### config.mk
export PLATFORM = sky130hd
export DESIGN_NAME = tt_um_parallellogic_regmap
export DESIGN_NICKNAME = d
export VERILOG_FILES = /design/src/design/regmap_pkg.sv /design/src/design/lfsr_counter.sv /design/src/design/output_mux.sv /design/src/design/reg_file.sv /design/src/design/spi_target.sv /design/src/design/tt_um_parallellogic_regmap.sv
export VERILOG_INCLUDE_DIRS = /design/src /design/src/design
export SDC_FILE = /design/constraint.sdc
export NUM_CORES = 1
export LEC_CHECK = 0
export ABC_AREA = 1
export BUFFER_PORTS_ARGS = -buffer_cell sky130_fd_sc_hd__buf_2
export CAP_MARGIN = 5
export CORE_MARGIN = 5
export CORE_UTILIZATION = 40
export CTS_CLUSTER_SIZE = 12
export DETAILED_ROUTE_END_ITERATION = 10
export HOLD_SLACK_MARGIN = 0.03
export PLACE_DENSITY_LB_ADDON = 0.3
export REMOVE_ABC_BUFFERS = 1
export SLEW_MARGIN = 40
export SYNTH_ARGS = -nofsm -noshare
export SYNTH_HDL_FRONTEND = slang
export SYNTH_HIERARCHICAL = 1
export SYNTH_SLANG_ARGS = --single-unit
### constraint.sdc
create_clock -name clk -period 2.2 [get_ports clk]
set_input_delay 0.22 -clock clk [delete_from_list [all_inputs] [get_ports clk]]
set_output_delay 0.22 -clock clk [all_outputs]
set_load 0.01 [all_outputs]
### src/design/regmap_settings.svh
`ifndef REGMAP_SETTINGS_SVH
`define REGMAP_SETTINGS_SVH

// register map layout
`define RW_REG_COUNT 8       // read-write config bytes
`define RO_REG_COUNT 1       // read-only bytes after the rw block
`define REG_CTRL     6       // clear, lfsr, view select, dim tap
`define REG_INV      7       // input inversion mask
`define RO_ID_ADDR   8       // identity byte lives here

`define ID_BYTE      8'hE5   // tile identity
`define LFSR_SEED    16'h0001 // nonzero so the lfsr never locks up

`define SYNC_STAGES  2       // flops per spi pin synchronizer

`endif

### src/design/regmap_pkg.sv
package regmap_pkg;

  typedef logic [7:0]  reg_byte_t;  // one config byte
  typedef logic [4:0]  reg_addr_t;  // address field of the spi command byte
  typedef logic [15:0] count_t;     // free-running counter value
  typedef logic [6:0]  pin_view_t;  // uo_out[6:0], miso takes bit 7
  typedef logic [1:0]  mux_sel_t;   // one of four output views

  // spi byte framing
  typedef enum logic [1:0] {
    IDLE,  // cs high, waiting for a frame
    CMD,   // shifting in the command byte
    DATA,  // data byte, in on mosi or out on miso
    DONE   // 16 bits seen, wait for cs to rise
  } spi_state_t;

endpackage

### src/design/lfsr_counter.sv
`include "regmap_settings.svh"

module lfsr_counter import regmap_pkg::*; (
  input  logic   clk,
  input  logic   rst_n,
  input  logic   clear,    // hold at seed while high
  input  logic   is_lfsr,  // 1 lfsr, 0 binary count
  output count_t count
);

  logic   feedback;
  count_t next_count;

  // fibonacci taps 16 15 13 4
  assign feedback = count[15] ^ count[14] ^ count[12] ^ count[3];

  always_comb begin
    if (is_lfsr) begin
      next_count = {count[14:0], feedback};  // shift left, feedback into bit 0
    end else begin
      next_count = count + 16'd1;
    end
  end

  // mode change carries on from the current value
  always_ff @(posedge clk) begin
    if (!rst_n || clear) begin
      count <= `LFSR_SEED;
    end else begin
      count <= next_count;
    end
  end

endmodule

### src/design/output_mux.sv
`include "regmap_settings.svh"

module output_mux import regmap_pkg::*; (
  input  logic                       clk,
  input  logic                       rst_n,
  input  logic [4:0]                 gen_in,    // ui_in[7:3], raw
  input  logic                       mosi,
  input  logic                       sclk,
  input  reg_byte_t                  inv_mask,  // bits 2:0 unused, spi pins not inverted
  input  logic [`RW_REG_COUNT*8-1:0] all_regs,
  input  count_t                     count,
  input  logic [3:0]                 dim_tap,   // counter bit used as pwm
  input  mux_sel_t                   view_sel,
  output pin_view_t                  pin_view
);

  localparam int IDX_W = $clog2(`RW_REG_COUNT);

  logic [4:0]       gen_inv;
  logic [IDX_W-1:0] dec_idx;
  pin_view_t        echo;
  pin_view_t        decode;
  pin_view_t        next_view;

  assign gen_inv = gen_in ^ inv_mask[7:3];
  assign dec_idx = gen_inv[4 -: IDX_W];             // ui_in[7:5] after inversion
  assign decode  = all_regs[dec_idx*8 +: 7];        // low 7 bits of the picked reg
  assign echo    = {gen_inv, mosi, sclk};           // asic_in, ui_in[3], mosi, sclk

  always_comb begin
    case (view_sel)
      2'd0:    next_view = echo;
      2'd1:    next_view = decode;
      2'd2:    next_view = count[6:0];
      default: next_view = decode & {7{count[dim_tap]}};  // dimmed decode
    endcase
  end

  always_ff @(posedge clk) begin
    if (!rst_n) begin
      pin_view <= '0;
    end else begin
      pin_view <= next_view;
    end
  end

endmodule

### src/design/reg_file.sv
`include "regmap_settings.svh"

module reg_file import regmap_pkg::*; (
  input  logic                         clk,
  input  logic                         rst_n,
  input  logic                         wr_strobe,
  input  reg_addr_t                    wr_addr,
  input  reg_addr_t                    rd_addr,
  input  reg_byte_t                    wr_data,
  output reg_byte_t                    rd_data,   // combinational
  output reg_byte_t                    ctrl,
  output reg_byte_t                    inv_mask,
  output logic [`RW_REG_COUNT*8-1:0]   all_regs   // reg 0 in the low byte
);

  localparam int IDX_W = $clog2(`RW_REG_COUNT);

  reg_byte_t regs [`RW_REG_COUNT];

  // single writer, the spi target
  always_ff @(posedge clk) begin
    if (!rst_n) begin
      for (int i = 0; i < `RW_REG_COUNT; i++) begin
        regs[i] <= '0;
      end
    end else if (wr_strobe && wr_addr < `RW_REG_COUNT) begin
      regs[wr_addr[IDX_W-1:0]] <= wr_data;  // id byte and holes ignore writes
    end
  end

  // read mux, rw block then identity then zeros
  always_comb begin
    if (rd_addr < `RW_REG_COUNT) begin
      rd_data = regs[rd_addr[IDX_W-1:0]];
    end else if (rd_addr < `RO_ID_ADDR + `RO_REG_COUNT) begin
      rd_data = `ID_BYTE;
    end else begin
      rd_data = '0;
    end
  end

  always_comb begin
    for (int i = 0; i < `RW_REG_COUNT; i++) begin
      all_regs[i*8 +: 8] = regs[i];  // flat for the decode views
    end
  end

  assign ctrl     = regs[`REG_CTRL];
  assign inv_mask = regs[`REG_INV];

endmodule

### src/design/spi_target.sv
`include "regmap_settings.svh"

module spi_target import regmap_pkg::*; (
  input  logic      clk,
  input  logic      rst_n,
  input  logic      spi_cs,     // active low
  input  logic      spi_clk,
  input  logic      spi_mosi,
  input  reg_byte_t rd_data,    // byte at rd_addr, from the register file
  output logic      spi_miso,
  output logic      wr_strobe,  // single cycle, completed write frames only
  output reg_addr_t wr_addr,
  output reg_addr_t rd_addr,    // valid from the end of byte 1
  output reg_byte_t wr_data
);

  logic [`SYNC_STAGES-1:0] cs_sync;
  logic [`SYNC_STAGES-1:0] mosi_sync;
  logic [`SYNC_STAGES:0]   sclk_sync;   // extra stage keeps the previous level
  logic                    cs_n_s;
  logic                    mosi_s;
  logic                    sclk_rise;
  logic                    sclk_fall;
  spi_state_t              state;
  logic [3:0]              bit_cnt;     // rising edges seen in this frame
  logic                    cmd_write;   // write flag of byte 1
  reg_addr_t               cmd_addr;
  reg_byte_t               rx_shift;
  reg_byte_t               tx_shift;

  // pin synchronizers
  always_ff @(posedge clk) begin
    if (!rst_n) begin
      cs_sync   <= '1;  // deselected
      mosi_sync <= '0;
      sclk_sync <= '0;
    end else begin
      cs_sync   <= {cs_sync[`SYNC_STAGES-2:0], spi_cs};
      mosi_sync <= {mosi_sync[`SYNC_STAGES-2:0], spi_mosi};
      sclk_sync <= {sclk_sync[`SYNC_STAGES-1:0], spi_clk};
    end
  end

  assign cs_n_s    = cs_sync[`SYNC_STAGES-1];
  assign mosi_s    = mosi_sync[`SYNC_STAGES-1];
  assign sclk_rise = sclk_sync[`SYNC_STAGES-1] & ~sclk_sync[`SYNC_STAGES];
  assign sclk_fall = ~sclk_sync[`SYNC_STAGES-1] & sclk_sync[`SYNC_STAGES];

  // frame FSM, cs high anywhere aborts without a write
  always_ff @(posedge clk) begin
    if (!rst_n) begin
      state     <= IDLE;
      bit_cnt   <= '0;
      cmd_write <= 1'b0;
      tx_shift  <= '0;
      wr_strobe <= 1'b0;
    end else begin
      wr_strobe <= 1'b0;                         // pulse only
      case (state)
        IDLE: begin
          bit_cnt  <= '0;
          tx_shift <= '0;                        // miso low outside byte 2
          if (!cs_n_s) state <= CMD;
        end
        CMD: begin
          if (cs_n_s) begin
            state <= IDLE;
          end else if (sclk_rise) begin
            bit_cnt <= bit_cnt + 4'd1;
            if (bit_cnt == 4'd7) begin           // 8th bit, command complete
              cmd_write <= rx_shift[6];          // msb of byte 1
              state     <= DATA;
            end
          end
        end
        DATA: begin
          if (cs_n_s) begin
            state <= IDLE;
          end else if (sclk_rise) begin
            bit_cnt <= bit_cnt + 4'd1;
            if (bit_cnt == 4'd15) begin          // last bit of the frame
              wr_strobe <= cmd_write;
              state     <= DONE;
            end
          end else if (sclk_fall && !cmd_write) begin
            if (bit_cnt == 4'd8) begin
              tx_shift <= rd_data;               // msb out before first data rise
            end else begin
              tx_shift <= {tx_shift[6:0], 1'b0}; // next bit on each fall
            end
          end
        end
        DONE: begin
          tx_shift <= '0;
          if (cs_n_s) state <= IDLE;
        end
        default: state <= IDLE;
      endcase
    end
  end

  // shift data path
  always_ff @(posedge clk) begin
    if (sclk_rise) rx_shift <= {rx_shift[6:0], mosi_s};  // msb first
    if (state == CMD && sclk_rise && bit_cnt == 4'd7) begin
      cmd_addr <= {rx_shift[3:0], mosi_s};              // bits 4:0 of byte 1
    end
    if (state == DATA && sclk_rise && bit_cnt == 4'd15) begin
      wr_data <= {rx_shift[6:0], mosi_s};
    end
  end

  assign spi_miso = tx_shift[7];
  assign wr_addr  = cmd_addr;
  assign rd_addr  = cmd_addr;

endmodule

### src/design/tt_um_parallellogic_regmap.sv
`include "regmap_settings.svh"

module tt_um_parallellogic_regmap import regmap_pkg::*; (
  input  logic [7:0] ui_in,    // cs, sclk, mosi, then general inputs
  output logic [7:0] uo_out,   // view on 6:0, miso on 7
  input  logic [7:0] uio_in,
  output logic [7:0] uio_out,
  output logic [7:0] uio_oe,
  input  logic       ena,
  input  logic       clk,
  input  logic       rst_n     // sync, active low
);

  logic                       miso;
  logic                       wr_strobe;
  reg_addr_t                  wr_addr;
  reg_addr_t                  rd_addr;
  reg_byte_t                  wr_data;
  reg_byte_t                  rd_data;
  reg_byte_t                  ctrl;      // clear, lfsr, view select, dim tap
  reg_byte_t                  inv_mask;
  logic [`RW_REG_COUNT*8-1:0] all_regs;
  count_t                     count;
  pin_view_t                  pin_view;

  spi_target spi_target_i (
    .clk       (clk),
    .rst_n     (rst_n),
    .spi_cs    (ui_in[0]),
    .spi_clk   (ui_in[1]),
    .spi_mosi  (ui_in[2]),
    .rd_data   (rd_data),
    .spi_miso  (miso),
    .wr_strobe (wr_strobe),
    .wr_addr   (wr_addr),
    .rd_addr   (rd_addr),
    .wr_data   (wr_data)
  );

  reg_file reg_file_i (
    .clk       (clk),
    .rst_n     (rst_n),
    .wr_strobe (wr_strobe),
    .wr_addr   (wr_addr),
    .rd_addr   (rd_addr),
    .wr_data   (wr_data),
    .rd_data   (rd_data),
    .ctrl      (ctrl),
    .inv_mask  (inv_mask),
    .all_regs  (all_regs)
  );

  lfsr_counter lfsr_counter_i (
    .clk     (clk),
    .rst_n   (rst_n),
    .clear   (ctrl[7]),
    .is_lfsr (ctrl[6]),
    .count   (count)
  );

  output_mux output_mux_i (
    .clk      (clk),
    .rst_n    (rst_n),
    .gen_in   (ui_in[7:3]),
    .mosi     (ui_in[2]),
    .sclk     (ui_in[1]),
    .inv_mask (inv_mask),
    .all_regs (all_regs),
    .count    (count),
    .dim_tap  (ctrl[3:0]),
    .view_sel (ctrl[5:4]),
    .pin_view (pin_view)
  );

  assign uo_out  = {miso, pin_view};
  assign uio_out = '0;
  assign uio_oe  = '0;  // bidir pins all inputs

endmodule

==> PnR_summary.wiki <==
{| class="wikitable"
! Metric !! Value
|-
| Result of the run || completed
|-
| Worst clock skew || 0.01242 ns
|-
| Clock buffer depth || 2
|-
| Power density over cell area || 785.3 nW/um^2
|-
| Vias per inst || 5.026
|-
| Final setup vio count || 0
|-
| Unrepaired setup endpoints after global routing || no
|-
| Gate count after technology mapping || 1006
|-
| Max rail drop VDD || 0.0005127 V
|-
| Port bufs || 17
|-
| ANT cells || 0
|-
| Count of max-cap constraint violations || 0
|-
| Worst slew pin tran || 0.6213 ns
|-
| Clock net sink count || 130
|-
| Relative slew margins || 0.5858
|-
| Chip height || 147.3 um
|-
| IO Count || 43
|-
| Sort of element at the start of the critical path || register
|-
| Global-route wire length before repair || 30150 um
|-
| Via count of the first global-routing pass || 5727
|-
| Setup slack after layout || 0.2360 ns
|-
| Routed wire per std cell || 14.98 um
|-
| Initial antenna violation count || 0
|-
| Detailed-routing iteration count for the pre-antenna-repair pass || 5
|-
| Filler cells || 1886
|-
| Leakage power figure || 3.734 nW
|-
| Layout-stage area growth over the synthesis result || 9.397%
|-
| Post-route setup TNS || 0 ns
|-
| H-Tree Level Count || 4
|-
| Routability congestion estimate || 0.8782
|-
| Horizontal die dimension || 147.3 um
|-
| Remaining Overflow, GRT || 0
|-
| Mean area per synthesized cell || 7.491 um^2
|-
| GRT Util Overall || 0.1767
|-
| Total CTS buffers || 17
|-
| Initial cell density of the core || 0.4042
|-
| Classification of the worst setup path || reg2reg
|-
| Clock latency on the worst-skew pair || 0.42 ns
|-
| Final-report hold violation count || 0
|-
| Overall via count from detail_route || 6338
|-
| HPWL after detailed placement || 13250 um
|-
| Die Outline Area || 21690 um^2
|-
| Endpoint kind of the worst setup timing path || register
|-
| Clock tree from TritonCTS || done
|-
| Data arrival time of the worst path || 2.31 ns
|-
| Post-Route Utilization || 0.4422
|-
| Initial DRC Count || 599
|-
| Yosys warning total || 6
|-
| Final min period || 1.964 ns
|-
| Worst Path Required || 2.55 ns
|-
| DRT antenna net count || 0
|-
| Post-CTS setup buffer count || 0
|-
| Net total in the final layout || 1042
|-
| Clock root buffer || sky130_fd_sc_hd__clkbuf_16
|-
| Clock transition at the registers of the reported paths || 0.06 ns
|-
| Setup slack at placement || 0.2807 ns
|-
| # DRC || 0
|-
| Worst min-delay path category || in2reg
|-
| Final hold slack || 0.1021 ns
|-
| Timing-limited maximum frequency || 509.2 MHz
|-
| Crit-path max FO || 10
|-
| Layout cell share with drive strength beyond 1 || 0.09250
|-
| Maximum number of pins on one net before global-route repair || 30
|-
| Std cell rows || 50
|-
| Final worst-path cycle share || 0.8927
|-
| Core region area || 18640 um^2
|-
| Post-detailed-routing wire length || 18880 um
|-
| Cell area after synthesis || 7536 um^2
|-
| Final Slew Violations || 0
|}
## registers in the layout, indices dropped and copies added, names as in the netlist, 2 cells and up
| register | count |
|---|---|
| lfsr_counter_i/count | 16 |
| spi_target_i/mosi_sync | 2 |
| spi_target_i/bit_cnt | 4 |
| reg_file_i/regs | 64 |
| spi_target_i/sclk_sync | 3 |
| spi_target_i/state | 2 |
| spi_target_i/wr_data | 8 |
| spi_target_i/rx_shift | 7 |
| output_mux_i/pin_view | 7 |
| spi_target_i/rd_addr | 5 |
| spi_target_i/tx_shift | 8 |
| spi_target_i/cs_sync | 2 |
## cells in the final DEF, fill, tap and decap left out, drive strengths merged, types with 2 or more instances in the layout
master / count
nand3: 157
bufinv: 3
xor2: 6
dfxtp: 46
clkinv: 9
edfxtp: 84
nor4: 3
clkbuf: 19
inv: 147
o21ai: 24
nor2: 150
nor3: 4
xnor2: 2
a21oi: 30
or2: 5
conb: 16
buf: 36
nand2: 266
ha: 9
nand4: 6
## metrics by stage
stage	instances	total power, mW	instance area [um^2]
final	1261	6.474	8244
after global routing	1261	6.782	8244
after CTS	1261	6.525	8244
after detailed placement	1228	3.679	7642
after global placement	1228	3.672	7642
after floorplan	958	3.430	7122
## power breakdown
part           switching (mW)  total, mW  internal [mW]
combinational           0.567      0.825          0.259
sequential             0.0989       2.81           2.71
clock                    1.06       2.84           1.78
total                    1.72       6.47           4.75
## timing repair
item                                   in CTS  in global routing
hold buffers                                1                  0
endpoints found under the hold margin       1                  0
resized for setup                           0                  0
setup endpoints to repair                   0                  0
## worst paths after layout
path	end	start	slack, ns	cells past startpoint
max reg2reg	output_mux_i/pin_view[6]	reg_file_i/regs[7][5]	0.24	11
max	output_mux_i/pin_view[6]	reg_file_i/regs[7][5]	0.24	11
min reg2reg	spi_target_i/mosi_sync[1]	spi_target_i/mosi_sync[0]	0.41	2
min	spi_target_i/sclk_sync[0]	ui_in[1]	0.10	3
## layer usage
metal | wire length, um | track usage | share of wire | vias up
li1 | - | - | - | 3160
met5 | 0 | 0 | 0 | -
met1 | 8342 | 0.2427 | 0.44 | 2921
met3 | 1497 | 0.04195 | 0.079 | 31
met4 | 349 | 0.04706 | 0.018 | 0
met2 | 8694 | 0.2813 | 0.46 | 226
## critical path: stages (launching register included)
cell and delay [ns]:
sky130_fd_sc_hd__edfxtp_1 0.44, sky130_fd_sc_hd__inv_1 0.10, sky130_fd_sc_hd__nand2_1 0.19, sky130_fd_sc_hd__nand2_1 0.43
sky130_fd_sc_hd__nand2_1 0.10, sky130_fd_sc_hd__nand3_1 0.11, sky130_fd_sc_hd__nand3_1 0.11, sky130_fd_sc_hd__nand2_1 0.11
sky130_fd_sc_hd__nand2_1 0.06, sky130_fd_sc_hd__nor2_1 0.09, sky130_fd_sc_hd__nor2_1 0.05, sky130_fd_sc_hd__nor2_1 0.10
## layout make-up
class	instances	area (um^2)	area share
multi-input combinational	682	3131	0.3797
sequential	130	3443	0.4177
inverter	146	548.0	0.06647
clock buffer	19	432.9	0.05251
clock inverter	13	158.9	0.01927
tap	234	292.8	0.03551
timing repair buffer	37	237.7	0.02884
Note: power is estimated with default switching activity, not from simulation.
